**config.mk**
```make
export PLATFORM = sky130hd
export DESIGN_NAME = arcade_platform
export DESIGN_NICKNAME = d
export VERILOG_FILES = /design/src/ps2_pkg.sv /design/src/platform_pkg.sv /design/src/ps2_receiver.sv /design/src/kbd_decoder.sv /design/src/control_mapper.sv /design/src/video_front.sv /design/src/color_channel.sv /design/src/vga_out.sv /design/src/sigma_delta_dac.sv /design/src/arcade_platform.sv
export VERILOG_INCLUDE_DIRS = /design/src
export SDC_FILE = /design/constraint.sdc
export NUM_CORES = 1
export LEC_CHECK = 0
export ABC_AREA = 1
export ABC_CLOCK_PERIOD_IN_PS = 4100
export BUFFER_PORTS_ARGS = -buffer_cell sky130_fd_sc_hd__buf_4
export CORE_AREA = 2 2 106 108
export DETAILED_ROUTE_END_ITERATION = 10
export DIE_AREA = 0 0 108 110
export GPL_TIMING_DRIVEN = 0
export PLACE_DENSITY = 0.82
export SETUP_SLACK_MARGIN = 0.3
export SYNTH_ARGS = -nofsm -noshare
export SYNTH_HDL_FRONTEND = slang
export SYNTH_HIERARCHICAL = 1
export SYNTH_SLANG_ARGS = --single-unit
```
**constraint.sdc**
```tcl
create_clock -name clk_sys -period 4.1 [get_ports clk_sys]
set_clock_uncertainty 0.2 [all_clocks]
set_input_delay 0.82 -clock clk_sys [delete_from_list [all_inputs] [get_ports clk_sys]]
set_output_delay 0.82 -clock clk_sys [all_outputs]
set_load 0.005 [all_outputs]
```
**src/platform_defs.svh**
```systemverilog
// Shared constants for the arcade platform shell
// Colour and audio widths, the PS/2 frame length and the scancodes that the
// keyboard decoder recognises. Include this file wherever one of the macros
// is needed; the guard makes repeated includes harmless.

`ifndef PLATFORM_DEFS_SVH
`define PLATFORM_DEFS_SVH

// Colour channel widths from the game core and towards the VGA connector
`define PLAT_COLOR_IN_W  3
`define PLAT_COLOR_OUT_W 6

`define PLAT_AUDIO_W 10

// Start bit, 8 data bits, odd parity and stop bit
`define PS2_FRAME_BITS 11

// ========================================
// Scancodes, set 2
// ========================================
`define SC_BREAK  8'hF0
`define SC_EXT    8'hE0
`define SC_COIN   8'h2E
`define SC_START1 8'h16
`define SC_START2 8'h1E
`define SC_FIRE   8'h29
`define SC_UP     8'h75
`define SC_DOWN   8'h72
`define SC_LEFT   8'h6B
`define SC_RIGHT  8'h74

`endif

```
**src/ps2_pkg.sv**
```systemverilog
// Keyboard side types of the arcade platform
// The received PS/2 byte and the set of cabinet keys that the scancode
// decoder tracks. The key state vector is indexed by the key enumeration.

package ps2_pkg;

	typedef logic [7:0] ps2_byte_t;

	// One entry per cabinet control that a key can drive
	typedef enum logic [2:0] {
		KEY_UP     = 3'd0,
		KEY_DOWN   = 3'd1,
		KEY_LEFT   = 3'd2,
		KEY_RIGHT  = 3'd3,
		KEY_FIRE   = 3'd4,
		KEY_START1 = 3'd5,
		KEY_START2 = 3'd6,
		KEY_COIN   = 3'd7
	} cab_key_e;

	// A set bit means the key is held down
	typedef logic [7:0] key_state_t;

endpackage

```
**src/platform_pkg.sv**
```systemverilog
// Platform side types of the arcade platform
// Cabinet controls as seen by the game core, the video bundle coming out of
// the core, the video bundle going to the VGA connector and the scanline
// effect modes.

`include "platform_defs.svh"

package platform_pkg;

	typedef struct packed {
		logic up;
		logic down;
		logic left;
		logic right;
		logic fire;
		logic start1;
		logic start2;
		logic coin;
	} controls_t;

	// Raw video as produced by the game core, one pixel per ce_pix
	typedef struct packed {
		logic [`PLAT_COLOR_IN_W-1:0] r;
		logic [`PLAT_COLOR_IN_W-1:0] g;
		logic [`PLAT_COLOR_IN_W-1:0] b;
		logic                        hs;
		logic                        vs;
		logic                        hblank;
		logic                        vblank;
	} core_video_t;

	typedef struct packed {
		logic [`PLAT_COLOR_OUT_W-1:0] r;
		logic [`PLAT_COLOR_OUT_W-1:0] g;
		logic [`PLAT_COLOR_OUT_W-1:0] b;
		logic                         hs;
		logic                         vs;
	} vga_video_t;

	// How much of the brightness is taken away on darkened lines
	typedef enum logic [1:0] {
		SL_NONE  = 2'd0,
		SL_PCT25 = 2'd1,
		SL_PCT50 = 2'd2,
		SL_PCT75 = 2'd3
	} scanline_e;

endpackage

```
**src/ps2_receiver.sv**
```systemverilog
// PS/2 keyboard receiver
// Brings the keyboard clock and data into the clk_sys domain, shifts in one
// frame per byte and hands out the data byte with a one-cycle rx_valid when
// start, parity and stop bits are all correct. Broken frames are dropped.

`timescale 1ns/1ps
`include "platform_defs.svh"

module ps2_receiver (
	input  logic                clk_sys,
	input  logic                rst,
	input  logic                ps2_clk,
	input  logic                ps2_data,
	output ps2_pkg::ps2_byte_t  rx_byte,
	output logic                rx_valid
);

	localparam int IDLE_LIMIT = 4095;

	logic [1:0]  clk_sync;
	logic [1:0]  data_sync;
	logic        clk_prev;
	logic        fall;
	logic [3:0]  bit_cnt;
	// Holds start, data and parity, newest bit at the top
	logic [9:0]  shift;
	logic [11:0] idle_cnt;
	logic        frame_ok;

	assign frame_ok = ~shift[0] & (^shift[9:1]) & data_sync[1];

	always_ff @(posedge clk_sys) begin
		if (rst) begin
			clk_sync  <= 2'b11;
			data_sync <= 2'b11;
			clk_prev  <= 1'b1;
			fall      <= 1'b0;
			bit_cnt   <= '0;
			idle_cnt  <= '0;
			rx_valid  <= 1'b0;
		end else begin
			clk_sync  <= {clk_sync[0], ps2_clk};
			data_sync <= {data_sync[0], ps2_data};
			clk_prev  <= clk_sync[1];
			fall      <= clk_prev & ~clk_sync[1];
			rx_valid  <= 1'b0;

			// A stalled partial frame is abandoned after a long idle high
			if (!clk_sync[1] || bit_cnt == '0 || fall)
				idle_cnt <= '0;
			else if (idle_cnt == IDLE_LIMIT[11:0]) begin
				idle_cnt <= '0;
				bit_cnt  <= '0;
			end else
				idle_cnt <= idle_cnt + 12'd1;

			if (fall) begin
				if (bit_cnt == 4'(`PS2_FRAME_BITS - 1)) begin
					bit_cnt  <= '0;
					rx_valid <= frame_ok;
				end else
					bit_cnt <= bit_cnt + 4'd1;
			end
		end
	end

	always_ff @(posedge clk_sys) begin
		if (fall && bit_cnt != 4'(`PS2_FRAME_BITS - 1))
			shift <= {data_sync[1], shift[9:1]};
		if (fall && bit_cnt == 4'(`PS2_FRAME_BITS - 1))
			rx_byte <= shift[8:1];
	end

endmodule

```
**src/kbd_decoder.sv**
```systemverilog
// Scancode decoder for the cabinet keys
// Follows the break (F0) and extended (E0) prefixes of scancode set 2 and
// keeps one pressed bit per cabinet key. Codes that belong to no cabinet key
// are ignored, and arrow codes only count behind an extended prefix.

`timescale 1ns/1ps
`include "platform_defs.svh"

module kbd_decoder (
	input  logic                clk_sys,
	input  logic                rst,
	input  ps2_pkg::ps2_byte_t  rx_byte,
	input  logic                rx_valid,
	output ps2_pkg::key_state_t keys
);

	import ps2_pkg::*;

	logic     brk;
	logic     ext;
	logic     hit;
	cab_key_e key;

	// Map the current byte onto a cabinet key
	always_comb begin
		hit = 1'b1;
		key = KEY_UP;
		if (ext) begin
			case (rx_byte)
				`SC_UP:    key = KEY_UP;
				`SC_DOWN:  key = KEY_DOWN;
				`SC_LEFT:  key = KEY_LEFT;
				`SC_RIGHT: key = KEY_RIGHT;
				default:   hit = 1'b0;
			endcase
		end else begin
			case (rx_byte)
				`SC_FIRE:   key = KEY_FIRE;
				`SC_START1: key = KEY_START1;
				`SC_START2: key = KEY_START2;
				`SC_COIN:   key = KEY_COIN;
				default:    hit = 1'b0;
			endcase
		end
	end

	always_ff @(posedge clk_sys) begin
		if (rst) begin
			brk  <= 1'b0;
			ext  <= 1'b0;
			keys <= '0;
		end else if (rx_valid) begin
			if (rx_byte == `SC_BREAK)
				brk <= 1'b1;
			else if (rx_byte == `SC_EXT)
				ext <= 1'b1;
			else begin
				// Both prefixes are spent on the first ordinary byte
				brk <= 1'b0;
				ext <= 1'b0;
				if (hit)
					keys[key] <= ~brk;
			end
		end
	end

endmodule

```
**src/control_mapper.sv**
```systemverilog
// Cabinet control mapper
// Merges the keyboard keys with two digital joysticks and swaps the
// directions when the screen is rotated. Joystick bits 0 to 4 are right,
// left, down, up and fire. The result is registered once.

`timescale 1ns/1ps

module control_mapper (
	input  logic                  clk_sys,
	input  logic                  rst,
	input  ps2_pkg::key_state_t   keys,
	input  logic [7:0]            joy0,
	input  logic [7:0]            joy1,
	input  logic                  rotate,
	output platform_pkg::controls_t controls
);

	import ps2_pkg::*;

	logic src_up, src_down, src_left, src_right, src_fire;

	assign src_right = keys[KEY_RIGHT] | joy0[0] | joy1[0];
	assign src_left  = keys[KEY_LEFT]  | joy0[1] | joy1[1];
	assign src_down  = keys[KEY_DOWN]  | joy0[2] | joy1[2];
	assign src_up    = keys[KEY_UP]    | joy0[3] | joy1[3];
	assign src_fire  = keys[KEY_FIRE]  | joy0[4] | joy1[4];

	always_ff @(posedge clk_sys) begin
		if (rst)
			controls <= '0;
		else begin
			// A rotated screen turns the stick a quarter turn
			controls.up     <= rotate ? src_left  : src_up;
			controls.down   <= rotate ? src_right : src_down;
			controls.left   <= rotate ? src_down  : src_left;
			controls.right  <= rotate ? src_up    : src_right;
			controls.fire   <= src_fire;
			controls.start1 <= keys[KEY_START1];
			controls.start2 <= keys[KEY_START2];
			controls.coin   <= keys[KEY_COIN];
		end
	end

endmodule

```
**src/video_front.sv**
```systemverilog
// Video front end, first pixel stage
// Registers the core video on ce_pix and forces the colour to black during
// blanking. A line parity that toggles on each rising hsync and clears in
// vsync decides which lines get the scanline darkening.

`timescale 1ns/1ps
`include "platform_defs.svh"

module video_front (
	input  logic                    clk_sys,
	input  logic                    rst,
	input  logic                    ce_pix,
	input  platform_pkg::core_video_t core_video,
	input  platform_pkg::scanline_e scanlines,
	output logic [2:0][`PLAT_COLOR_IN_W-1:0] chan_in,
	output platform_pkg::scanline_e darken,
	output logic                    hs_d,
	output logic                    vs_d
);

	import platform_pkg::*;

	logic blank;
	logic line_odd;

	assign blank = core_video.hblank | core_video.vblank;

	always_ff @(posedge clk_sys) begin
		if (rst) begin
			chan_in  <= '0;
			darken   <= SL_NONE;
			hs_d     <= 1'b0;
			vs_d     <= 1'b0;
			line_odd <= 1'b0;
		end else if (ce_pix) begin
			hs_d <= core_video.hs;
			vs_d <= core_video.vs;

			if (core_video.vs)
				line_odd <= 1'b0;
			else if (core_video.hs && !hs_d)
				line_odd <= ~line_odd;

			// Channel order is red, green, blue
			chan_in[0] <= blank ? '0 : core_video.r;
			chan_in[1] <= blank ? '0 : core_video.g;
			chan_in[2] <= blank ? '0 : core_video.b;
			darken     <= line_odd ? scanlines : SL_NONE;
		end
	end

endmodule

```
**src/color_channel.sv**
```systemverilog
// One colour channel of the video path, second pixel stage
// Widens the core colour by bit replication and applies the scanline
// darkening chosen for the current line. One instance per red, green, blue.

`timescale 1ns/1ps
`include "platform_defs.svh"

module color_channel (
	input  logic                          clk_sys,
	input  logic                          rst,
	input  logic                          ce_pix,
	input  logic [`PLAT_COLOR_IN_W-1:0]   chan,
	input  platform_pkg::scanline_e       darken,
	output logic [`PLAT_COLOR_OUT_W-1:0]  level
);

	import platform_pkg::*;

	logic [`PLAT_COLOR_OUT_W-1:0] wide;
	logic [`PLAT_COLOR_OUT_W-1:0] dimmed;

	// Writing the value twice maps full scale onto full scale
	assign wide = {chan, chan};

	always_comb begin
		case (darken)
			SL_PCT25: dimmed = wide - (wide >> 2);
			SL_PCT50: dimmed = wide >> 1;
			SL_PCT75: dimmed = wide >> 2;
			default:  dimmed = wide;
		endcase
	end

	always_ff @(posedge clk_sys) begin
		if (rst)
			level <= '0;
		else if (ce_pix)
			level <= dimmed;
	end

endmodule

```
**src/vga_out.sv**
```systemverilog
// VGA output register, last pixel stage
// Collects the three channel levels into the VGA bundle. The syncs take one
// extra stage here so they line up with the colour channel registers.

`timescale 1ns/1ps
`include "platform_defs.svh"

module vga_out (
	input  logic                                 clk_sys,
	input  logic                                 rst,
	input  logic                                 ce_pix,
	input  logic [2:0][`PLAT_COLOR_OUT_W-1:0]    levels,
	input  logic                                 hs_in,
	input  logic                                 vs_in,
	output platform_pkg::vga_video_t             vga
);

	logic hs_q;
	logic vs_q;

	always_ff @(posedge clk_sys) begin
		if (rst) begin
			hs_q <= 1'b0;
			vs_q <= 1'b0;
			vga  <= '0;
		end else if (ce_pix) begin
			hs_q  <= hs_in;
			vs_q  <= vs_in;
			vga.r <= levels[0];
			vga.g <= levels[1];
			vga.b <= levels[2];
			vga.hs <= hs_q;
			vga.vs <= vs_q;
		end
	end

endmodule

```
**src/sigma_delta_dac.sv**
```systemverilog
// First-order sigma-delta audio DAC
// Adds the sample into an accumulator every clk_sys cycle; the carry out of
// the low bits is the one-bit audio pin. Over 1024 cycles with a steady
// sample the pin is high exactly sample times. Feed the pin through an RC
// low-pass on the board.

`timescale 1ns/1ps
`include "platform_defs.svh"

module sigma_delta_dac (
	input  logic                     clk_sys,
	input  logic                     rst,
	input  logic [`PLAT_AUDIO_W-1:0] sample,
	output logic                     audio
);

	// Top bit is the carry of the last addition
	logic [`PLAT_AUDIO_W:0] acc;

	always_ff @(posedge clk_sys) begin
		if (rst) begin
			acc   <= '0;
			audio <= 1'b0;
		end else begin
			acc   <= {1'b0, acc[`PLAT_AUDIO_W-1:0]} + {1'b0, sample};
			audio <= acc[`PLAT_AUDIO_W];
		end
	end

endmodule

```
**src/arcade_platform.sv**
```systemverilog
// Platform shell around an arcade game core
// Keyboard and joysticks become cabinet controls for the core, the core's
// video goes out as 6-bit VGA with optional scanlines, and its audio sample
// drives a one-bit sigma-delta pin. All logic runs on clk_sys; the video
// stages advance on ce_pix.

`timescale 1ns/1ps
`include "platform_defs.svh"

module arcade_platform (
	input  logic                      clk_sys,
	input  logic                      rst,
	input  logic                      ps2_clk,
	input  logic                      ps2_data,
	input  logic [7:0]                joy0,
	input  logic [7:0]                joy1,
	input  logic                      rotate,
	input  platform_pkg::scanline_e   scanlines,
	input  logic                      ce_pix,
	input  platform_pkg::core_video_t core_video,
	input  logic [`PLAT_AUDIO_W-1:0]  sample,
	output platform_pkg::controls_t   controls,
	output platform_pkg::vga_video_t  vga,
	output logic                      audio
);

	import ps2_pkg::*;
	import platform_pkg::*;

	ps2_byte_t  rx_byte;
	logic       rx_valid;
	key_state_t keys;

	logic [2:0][`PLAT_COLOR_IN_W-1:0]  chan_in;
	logic [2:0][`PLAT_COLOR_OUT_W-1:0] levels;
	scanline_e                         darken;
	logic                              hs_d;
	logic                              vs_d;

	// ========================================
	// Input path
	// ========================================
	ps2_receiver u_ps2_receiver (
		.clk_sys  (clk_sys),
		.rst      (rst),
		.ps2_clk  (ps2_clk),
		.ps2_data (ps2_data),
		.rx_byte  (rx_byte),
		.rx_valid (rx_valid)
	);

	kbd_decoder u_kbd_decoder (
		.clk_sys  (clk_sys),
		.rst      (rst),
		.rx_byte  (rx_byte),
		.rx_valid (rx_valid),
		.keys     (keys)
	);

	control_mapper u_control_mapper (
		.clk_sys  (clk_sys),
		.rst      (rst),
		.keys     (keys),
		.joy0     (joy0),
		.joy1     (joy1),
		.rotate   (rotate),
		.controls (controls)
	);

	// ========================================
	// Video path
	// ========================================
	video_front u_video_front (
		.clk_sys    (clk_sys),
		.rst        (rst),
		.ce_pix     (ce_pix),
		.core_video (core_video),
		.scanlines  (scanlines),
		.chan_in    (chan_in),
		.darken     (darken),
		.hs_d       (hs_d),
		.vs_d       (vs_d)
	);

	// Index 0 is red, 1 green, 2 blue
	for (genvar i = 0; i < 3; i++) begin : g_chan
		color_channel u_color_channel (
			.clk_sys (clk_sys),
			.rst     (rst),
			.ce_pix  (ce_pix),
			.chan    (chan_in[i]),
			.darken  (darken),
			.level   (levels[i])
		);
	end

	vga_out u_vga_out (
		.clk_sys (clk_sys),
		.rst     (rst),
		.ce_pix  (ce_pix),
		.levels  (levels),
		.hs_in   (hs_d),
		.vs_in   (vs_d),
		.vga     (vga)
	);

	// ========================================
	// Audio path
	// ========================================
	sigma_delta_dac u_sigma_delta_dac (
		.clk_sys (clk_sys),
		.rst     (rst),
		.sample  (sample),
		.audio   (audio)
	);

endmodule

```
==> impl_metrics.ini, run 1 <==
[outcome]
status = finished, final reports clean

[layout]
design_area_um2 = 8001
diodes = 0
ff_latch_area_um2 = 2683
final_core_util = 0.7480
drive_above_1_share = 0.2104
multi_input_area_um2 = 3421
fill_cells = 839
layout.nets = 1089
syn_to_final_growth_pct = 18.60
final_common_cell = nand2_1
final_cell_mix = nand2_1 (239), nor2_1 (135), dfxtp_1 (107), inv_1 (104), buf_4 (71)

[drt]
drt_wl_total_um = 13130
dr.pass1.iters = 5
drc = 0
vias = 5777
wl_per_cell_um = 11.30
drtIter0Drc = 278
met1Wirelength_um = 6027
detail-route-antenna-nets = 0
wl_met3_um = 512
via_per_inst = 4.972
wl_met2_um = 6415
routed.top_layer = met4

[timing]
worstMarginPinSlew_ns = 0.6204
fin_crit_ns = 2.030
rsz0062_at_grt = no
timing.fmax_ghz = 0.4927
tns_ns = 0
slew_headroom = 0.5858
setup_violations = 0
period_share = 0.4951
slew_viol_final = 0
hold_violations = 0

[placed_design]
gp_congestion = 0.8651
placed_cell_area_um2 = 7440
dp_hpwl_um = 9281
io_buffers = 69

[yosys]
synth_top_cell_area_share = 0.3175
netlist_area_um2 = 6746
ys_async_sr_fraction = 0
synth_area_leader_cell = dfxtp_1
synth.avg_cell_area_um2 = 7.325
synth_ff_type = dfxtp_1
synthDistinctLibCells = 43
yosysWarningCount = 6
yosysSeqAreaShare = 0.3976
yosys-top-cells-area = dfxtp_1 (32%), nand2_1 (13%), edfxtp_1 (8.0%)
synth_edf_count = 18
synth-seq-cells = 125
synth.net_count = 1001
synthCells = 921

[die]
dieArea_um2 = 11880
initial_utilization = 0.6306
ios = 76
chipWidth_um = 108
rows = 38
coreArea_um2 = 10700
fp.dieH_um = 110

[clock_tree]
cts_hold_buf = 0
post_cts_resized = 0
post_cts_buffers = 0
cts_root_buffer = clkbuf_8
h-tree-depth = 4
cts.sinks = 125
tritoncts = yes
cts_made_buffers = 17
clock_path_buffers = 2
clock_latency_ns = 0.53
path_clk_slew_ns = 0.06

[critical_path]
crit_path_max_incr_delay_ns = 0.44
rrSetupSlack_ns = 2.07
slowest_stage = dfxtp_1
critical-path-top-delay-family = adder cells
cp_cell_sequence = inv_1 -> ha_1 -> inv_2 -> fa_1 -> nand2_1 -> o221ai_1 -> nor2_1 -> nor2_1
reg2regPathDepth = 8
startpoint_type = register
timing.rr.end = g_chan[1].u_color_channel/level[1]
cpMostUsedCell = nor2_1
crit_type = reg2reg
arrival_ns = 2.25
critPathBufInv = 2
critPathMaxFanout = 5
cp-end-kind = register
timing.rr.start = u_video_front/chan_in[3]
crit_required_ns = 4.32

[global_route]
antenna_found_initial = 0
grt_pass1_wl_um = 22180
grt_max_degree = 28
grtUsageTotal = 0.2364
grt_pass1_vias = 5194
globalRouteOverflowTotal = 0

[power_and_ir_drop]
vdd_ir_drop_max_v = 0.0002905
power_density_nw_per_um2 = 402.6
p_leak_uw = 0.003671

[flow_run]
max_cap_violations = 0

[hold_path]
whs_path_depth = 1
min_from = u_ps2_receiver/clk_sync[0]
hold_end = u_ps2_receiver/clk_sync[1]
hold_path.class = reg2reg
[synthesized netlist by cell type (5+ instances only)]
cell,instances
a21oi_1,48
a21oi_2,19
a31oi_1,5
buf_6,10
dfxtp_1,107
edfxtp_1,18
ha_1,29
inv_1,104
inv_2,20
nand2_1,239
nand2_2,17
nand3_1,42
nand3_2,6
nand4_1,7
nor2_1,135
nor2_2,16
nor2_4,10
nor3_1,5
o21ai_0,20
o21ai_1,13
or2_2,6
xnor2_1,6
[report_power, final]
part           switching (µW)  total, µW  internal [µW]
clock                     503       1410            908
combinational             267        464            197
sequential               37.7       1350           1310
[sequential cells by signal, indices dropped and copies added, names as in the netlist, 2 cells and up]
register / flops
u_ps2_receiver/shift: 10
g_chan.u_color_channel/level: 18
u_ps2_receiver/clk_sync: 2
u_video_front/chan_in: 9
u_vga_out/vga: 20
u_sigma_delta_dac/acc: 11
u_ps2_receiver/bit_cnt: 4
u_kbd_decoder/keys: 8
u_ps2_receiver/data_sync: 2
u_ps2_receiver/idle_cnt: 12
u_video_front/darken: 2
u_control_mapper/controls: 8
u_ps2_receiver/rx_byte: 8
[metrics by stage]
stage	total power [µW]	cells	setup WS (ns)	hold WS (ns)
2_1_floorplan	1692	921	1.919	0.1883
3_3_place_gp	1815	1130	1.676	0.1922
3_5_place_dp	1826	1130	1.668	0.1928
4_1_cts	3251	1162	2.064	0.2055
5_1_grt	3383	1162	1.967	0.2228
6_report	3221	1162	2.070	0.2045
[logic make-up after synthesis]
| logic type | share of synthesized area |
|---|---|
| buffers and inverters | 0.09532 |
| AND/OR/NAND/NOR | 0.3283 |
| XOR/XNOR | 0.01168 |
| AO/OA/AOI/OAI | 0.1014 |
| adder cells (fa/ha/maj) | 0.06565 |
| flip-flops | 0.3976 |
[per-layer routing]
layer	global-route usage	vias up
li1	-	3082
met1	0.2896	2581
met2	0.4034	100
met3	0.06232	14
met4	0.08516	0
met5	0	-
[worst max-delay path by stage]
stage / start / to / slack, ns / cells after the start
detailed placement: sample[0] / u_sigma_delta_dac/acc[10] / 1.67 / 11
global route: u_video_front/chan_in[6] / g_chan[2].u_color_channel/level[4] / 1.97 / 9
CTS: u_control_mapper/controls[2] / controls[2] / 2.06 / 1
floorplan: sample[0] / u_sigma_delta_dac/acc[10] / 1.92 / 10
global placement: sample[0] / u_sigma_delta_dac/acc[10] / 1.68 / 11
finish: u_video_front/chan_in[3] / g_chan[1].u_color_channel/level[1] / 2.07 / 8
[worst reg2reg max path: cells and delay by family, from the launching register on]
kind	cells	cell delay [ns]
adder cells (fa/ha/maj)	2	0.64
flip-flops	1	0.44
AND/OR/NAND/NOR	3	0.25
AO/OA/AOI/OAI	1	0.11
buffers and inverters	2	0.26
[cell type report]
type	count	area share
repair buffers	69	0.06474
flip-flops and latches	125	0.3353
inverters	127	0.05958
clock buffers	25	0.05927
multi-input cells	652	0.4275
plain buffers	17	0.02080
well taps	140	0.02189
clock inverters	7	0.01095
No activity file was read; power rests on OpenSTA's default activity.
==> run 2, diff against run 1 <==
- ABC_AREA: 1 -> 0
- ABC_CLOCK_PERIOD_IN_PS: 4100 -> 1900
- PLACE_DENSITY: 0.82 -> 0.76
- clock period: 4.1 -> 1.9 ns (I/O delays scaled with it)
==> run 2 against run 1 <==
Against the previous run:
- the flow now finishes with violations (negative setup slack)
- sequential power is 110% higher
- sequential share of layout area is 2.2 points lower
- die area unchanged
- clock power is 110% higher
- register-to-register slack worse by 2.5 ns
- global-route usage increased by 2.1 points
- area after synthesis fell by 8.9%
- utilization is 7.0 points higher
- clock-buffer cell count down 8
- synthesized cell count fell by 33%
- largest cell class unchanged
- largest power group unchanged
==> impl_metrics.ini, run 2 <==
[outcome]
status = complete, but fails checks
failed_checks = negative setup slack

[timing]
rsz0062_at_grt = yes
worstMarginPinSlew_ns = 0.5857
hold_violations = 0
slew_headroom = 0.6095
setup_violations = 16
slew_viol_final = 0
timing.fmax_ghz = 0.4322
period_share = 1.218
fin_crit_ns = 2.314
timing.final.ws_setup_ns = -0.4136

[critical_path]
critical-path-top-delay-family = simple AND/OR/NAND/NOR gates
startpoint_type = register
reg2regPathDepth = 7
crit_type = reg2reg
slowest_stage = or4b_4
critPathMaxFanout = 3
cp.depth = 7
crit_path_max_incr_delay_ns = 0.52
crit_required_ns = 2.09
cp_cell_sequence = ha_4 -> fa_2 -> a211oi_2 -> nor2_1 -> or4b_4 -> a311oi_2 -> nor3_1
cp-end-kind = register
critPathBufInv = 0
arrival_ns = 2.50

[layout]
reg_top3 = u_vga_out/vga x20, g_chan.u_color_channel/level x18, u_ps2_receiver/idle_cnt x12
final_core_util = 0.8182
drive_above_1_share = 0.4146
registers.top_by_ff_count = u_vga_out/vga
final_cells = 919
layout.nets = 846
final_common_cell = buf_4
largest_reg_flops = 20
diodes = 0
syn_to_final_growth_pct = 42.46
final_cell_mix = buf_4 (93), dfxtp_1 (83), nor2_1 (75), mux2i_1 (36), a21oi_1 (29)

[placed_design]
dp_hpwl_um = 9187
gp_congestion = 0.8907
place_inst = 822
io_buffers = 67

[clock_tree]
cts_root_buffer = clkbuf_8
path_clk_slew_ns = 0.06
cts.sinks = 125
cts_made_buffers = 17
clock_latency_ns = 0.52
h-tree-depth = 4
clock_path_buffers = 2
tritoncts = yes

[power_and_ir_drop]
power_density_nw_per_um2 = 811.4
p_comb_frac = 0.185
p_switching_uw = 1902
seq_power_share = 0.404
vdd_ir_drop_max_v = 0.0005685
p_leak_uw = 0.003413
switching_share = 0.2678
clock_power_share = 0.411
p_int_uw = 5200

[yosys]
synth.net_count = 695
yosys-top-cells-area = dfxtp_1 (35%), edfxtp_1 (8.8%), ha_1 (5.9%)
synth.avg_cell_area_um2 = 9.991
synth-seq-cells = 125
yosysWarningCount = 6
synth_edf_count = 18
synthDistinctLibCells = 76
yosysSeqAreaShare = 0.4366
synth.most_common_cell = dfxtp_1
synth_top_cell_area_share = 0.3486
ys_async_sr_fraction = 0
netlist_area_um2 = 6145
netlist_top_cells_count = dfxtp_1 (107), nor2_1 (81), mux2i_1 (36)
synth_ff_type = dfxtp_1
synthCells = 615
synth_area_leader_cell = dfxtp_1

[drt]
wl_per_cell_um = 17.39
drc = 0
drt_wl_total_um = 15980
via_per_inst = 5.818
dr.pass1.iters = 5
detail-route-antenna-nets = 0
drtIter0Drc = 305
vias = 5347

[hold_path]
whs_path_depth = 3
hold_path.class = in2reg

[global_route]
globalRouteOverflowTotal = 0
grt_max_degree = 48
antenna_found_initial = 0
grt_pass1_wl_um = 23830
grtUsageTotal = 0.2573
grt_pass1_vias = 5087

[die]
coreArea_um2 = 10700
rows = 38
chipWidth_um = 108
fp.dieH_um = 110
dieArea_um2 = 11880
ios = 76
initial_utilization = 0.5744

[flow_run]
max_cap_violations = 0
run 2: cell types whose count changed after synthesis, sizes merged, moves of 7 or more:
| cell | previous run | this run |
|---|---|---|
| nor2b | 0 | 16 |
| nand3 | 48 | 29 |
| xor2 | 3 | 14 |
| o21ai | 33 | 11 |
| and3 | 0 | 7 |
| a211oi | 0 | 22 |
| nand2b | 0 | 20 |
| mux2i | 0 | 36 |
| nor2 | 161 | 81 |
| nand2 | 259 | 20 |
| inv | 124 | 20 |
| a21oi | 67 | 33 |
run 2: repair_timing:
item	in CTS	in global routing
gates resized for setup	71	69
hold buffers	21	0
setup buffers	33	11
hold endpoints to repair	23	0
pin swaps	39	40
setup endpoints to repair	68	62
run 2: power by group through the flow:
stage	combinational [µW]	sequential, µW	clock (µW)
6_report	1310	2870	2920
5_1_grt	1410	2880	3080
4_1_cts	1160	2880	2950
3_5_place_dp	1000	2930	0
3_3_place_gp	946	2920	0
2_1_floorplan	744	2910	0
run 2: kinds of logic (layout without fill, tap and decap cells):
kind of cell               Yosys count  count (layout)  synth area share
muxes                               43              43           0.07697
DFF                                125             125            0.4366
AOI/OAI and AO/OA                  111             111            0.1265
and+or+nand+nor                    231             231            0.2075
xor gates and xnor gates            26              26           0.03930
adders and majority gates           33              33           0.07208
buffers and inverters               46             210           0.04113
run 2: path summary, 6_finish.rpt:
kind | startpoint | end | slack (ns)
hold / removal | sample[0] | u_sigma_delta_dac/acc[0] | 0.02
setup / recovery | u_sigma_delta_dac/acc[0] | u_sigma_delta_dac/acc[10] | -0.41
hold reg to reg | u_ps2_receiver/clk_sync[0] | u_ps2_receiver/clk_sync[1] | 0.21
setup reg to reg | u_sigma_delta_dac/acc[0] | u_sigma_delta_dac/acc[10] | -0.41
run 2: cell type report:
| type | instances | area [µm²] |
|---|---|---|
| plain buffers | 26 | 193.9 |
| clock buffers | 17 | 414.1 |
| clock inverters | 15 | 125.1 |
| fillers | 588 | 1944 |
| inverters | 20 | 97.59 |
| multi-input cells | 444 | 3867 |
| flip-flops and latches | 125 | 2743 |
| well taps | 140 | 175.2 |
| repair buffers | 132 | 1137 |
run 2: layer usage:
metal  wire, µm  part of all wire  up-vias  track usage
met5          0                 0        -            0
met4        269             0.017        0      0.08608
met3        738             0.046       33      0.06996
met2       8317              0.52      175       0.4519
met1       6652              0.42     2623       0.3061
li1           -                 -     2516            -
run 2: through the flow:
step / TNS [ns] / hold WS [ns] / cell area (µm²) / setup WS, ns / total power (µW)
final: -2.482 / 0.02407 / 8753 / -0.4136 / 7103
after global routing: -3.507 / 0.02480 / 8753 / -0.4890 / 7375
after CTS: -1.941 / 0.00009825 / 8383 / -0.3959 / 6989
after detailed placement: -5.840 / 0.1976 / 7056 / -0.6404 / 3930
after global placement: -4.983 / 0.1940 / 7056 / -0.5924 / 3868
after floorplan: -1.175 / 0.1895 / 6377 / -0.3731 / 3653
run 2: worst reg2reg max path, delay by kind of cell (launching register included):
family | cells | cell delay, ns
compound gates | 2 | 0.45
flops | 1 | 0.33
fa+ha+maj | 2 | 0.52
simple gates | 3 | 0.69
==> run 3, diff against run 2 <==
- SETUP_SLACK_MARGIN: 0.3 -> unset
==> run 3 against run 2 <==
Against the previous run:
- the run still ends with negative setup slack left
- hold slack worse by 0.0047 ns
- worst setup slack worse by 0.017 ns
- first-iteration DRC count down 14%
- non-clock buffer count down 10
- wire length down 5.3%
- sequential share of layout area up 1.1 points
- critical path type unchanged
- register-to-register slack worse by 0.02 ns
- global-route usage down 0.58 points
- fmax down 0.72%
==> impl_metrics.ini, run 3 (synthesis results as in run 2) <==
[outcome]
status = complete, but fails checks
failed_checks = negative setup slack

[timing]
setup_violations = 18
worstMarginPinSlew_ns = 0.5967
period_share = 1.227
hold_violations = 0
fin_crit_ns = 2.330
slew_headroom = 0.6007
rsz0062_at_grt = yes
timing.fmax_ghz = 0.4291
slew_viol_final = 0
timing.final.ws_setup_ns = -0.4304

[power_and_ir_drop]
p_int_uw = 5440
seq_power_share = 0.394
p_comb_frac = 0.165
p_switching_uw = 1878
power_uw = 7318
power_density_nw_per_um2 = 873.3
vdd_ir_drop_max_v = 0.0006744
p_leak_uw = 0.003293
clock_power_share = 0.441
switching_share = 0.2566

[critical_path]
crit_required_ns = 2.10
timing.rr.start = u_sigma_delta_dac/acc[0]
crit_type = reg2reg
rrSetupSlack_ns = -0.43
slowest_stage = or4b_4
reg2regPathDepth = 7
startpoint_type = register
cp_cell_sequence = ha_4 -> fa_2 -> a211oi_2 -> nor2_1 -> or4b_4 -> a311oi_2 -> nor3_1
cp-end-kind = register
timing.rr.end = u_sigma_delta_dac/acc[10]
crit_path_max_incr_delay_ns = 0.52
arrival_ns = 2.53
critPathMaxFanout = 3

[drt]
wl_per_cell_um = 16.66
drc = 0
dr.pass1.iters = 5
drtIter0Drc = 262
via_per_inst = 5.731
vias = 5204
detail-route-antenna-nets = 0
drt_wl_total_um = 15120

[clock_tree]
cts.sinks = 125
cts_root_buffer = clkbuf_8
path_clk_slew_ns = 0.06
clock_path_buffers = 2
tritoncts = yes
h-tree-depth = 4
cts_made_buffers = 17
clock_latency_ns = 0.53

[global_route]
globalRouteOverflowTotal = 0
grt_busiest_layer = met2
grtUsageTotal = 0.2515
met2_usage = 0.4412
grt_max_degree = 48
grt_pass1_wl_um = 23290
grt_pass1_vias = 4993
grt_util_met1 = 0.2981
antenna_found_initial = 0
grtUsageMet3 = 0.04879

[die]
ios = 76
initial_utilization = 0.5744
chipWidth_um = 108
coreArea_um2 = 10700
dieArea_um2 = 11880
fp.dieH_um = 110
rows = 38

[hold_path]
min_from = joy1[2]
hold_path.class = in2reg
hold_end = u_control_mapper/controls[6]
whs_path_depth = 3

[layout]
final_cell_mix = buf_4 (97), dfxtp_1 (96), nor2_1 (77), mux2i_1 (36), a21oi_1 (27)
drive_above_1_share = 0.3464
diodes = 0
syn_to_final_growth_pct = 36.37
reg_top3 = u_vga_out/vga x20, g_chan.u_color_channel/level x18, u_ps2_receiver/idle_cnt x12
final_core_util = 0.7833
registers.top_by_ff_count = u_vga_out/vga
largest_reg_flops = 20
final_common_cell = buf_4
layout.nets = 836

[flow_run]
max_cap_violations = 0

[placed_design]
gp_congestion = 0.9038
dp_hpwl_um = 8809
io_buffers = 67
==> run 3: worst max-delay path by stage <==
stage	start	endpoint	slack [ns]	cells past startpoint
after floorplan	sample[0]	u_sigma_delta_dac/acc[10]	-0.37	7
after global placement	sample[0]	u_sigma_delta_dac/acc[10]	-0.60	8
after detailed placement	sample[0]	u_sigma_delta_dac/acc[10]	-0.62	8
after CTS	u_sigma_delta_dac/acc[0]	u_sigma_delta_dac/acc[10]	-0.37	7
after global routing	u_sigma_delta_dac/acc[0]	u_sigma_delta_dac/acc[10]	-0.49	7
final	u_sigma_delta_dac/acc[0]	u_sigma_delta_dac/acc[10]	-0.43	7
==> run 3: what timing repair did <==
| item | CTS | global route |
|---|---|---|
| pin swaps | 13 | 32 |
| hold buffers | 23 | 0 |
| endpoints found under the setup margin | 19 | 48 |
| resized for setup | 32 | 42 |
| hold endpoints to repair | 25 | 0 |
| setup buffers | 17 | 17 |
==> run 3: area by class of cell <==
class	instances	area, µm²
buffer	25	173.9
fill	668	2318
clock inverter	10	98.84
clock buffer	21	503.0
tap	140	175.2
inverter	20	90.09
timing repair buffer	123	1021
sequential	125	2716
multi-input combinational	444	3601
==> run 3: worst max-delay path: cells and delay by family, from the launching register on <==
family / cells / cell delay (ns)
flip-flops: 1 / 0.33
AO/OA/AOI/OAI: 2 / 0.47
AND/OR/NAND/NOR: 3 / 0.70
adder cells (fa/ha/maj): 2 / 0.50
==> run 3: through the flow <==
stage | std cells | area [µm²] | setup TNS (ns) | setup slack [ns] | hold WS (ns)
2_1_floorplan | 615 | 6245 | -1.066 | -0.3732 | 0.1895
3_3_place_gp | 822 | 6923 | -4.978 | -0.5990 | 0.1957
3_5_place_dp | 822 | 6923 | -6.443 | -0.6199 | 0.1971
4_1_cts | 893 | 8070 | -1.776 | -0.3737 | 0.0008084
5_1_grt | 908 | 8379 | -3.883 | -0.4903 | 0.02119
6_report | 908 | 8379 | -2.619 | -0.4304 | 0.01936
==> run 3: power groups by stage <==
| stage | Combinational (µW) | Sequential, µW | Clock (µW) |
|---|---|---|---|
| 2_1_floorplan | 714 | 2920 | 0 |
| 3_3_place_gp | 913 | 2930 | 0 |
| 3_5_place_dp | 960 | 2940 | 0 |
| 4_1_cts | 1100 | 2880 | 3260 |
| 5_1_grt | 1310 | 2890 | 3390 |
| 6_report | 1210 | 2880 | 3230 |
==> run 3: routing by layer <==
layer | routed length (µm) | vias up
met4 | 441 | 0
met2 | 7497 | 176
met5 | 0 | -
li1 | - | 2493
met3 | 692 | 43
met1 | 6494 | 2492
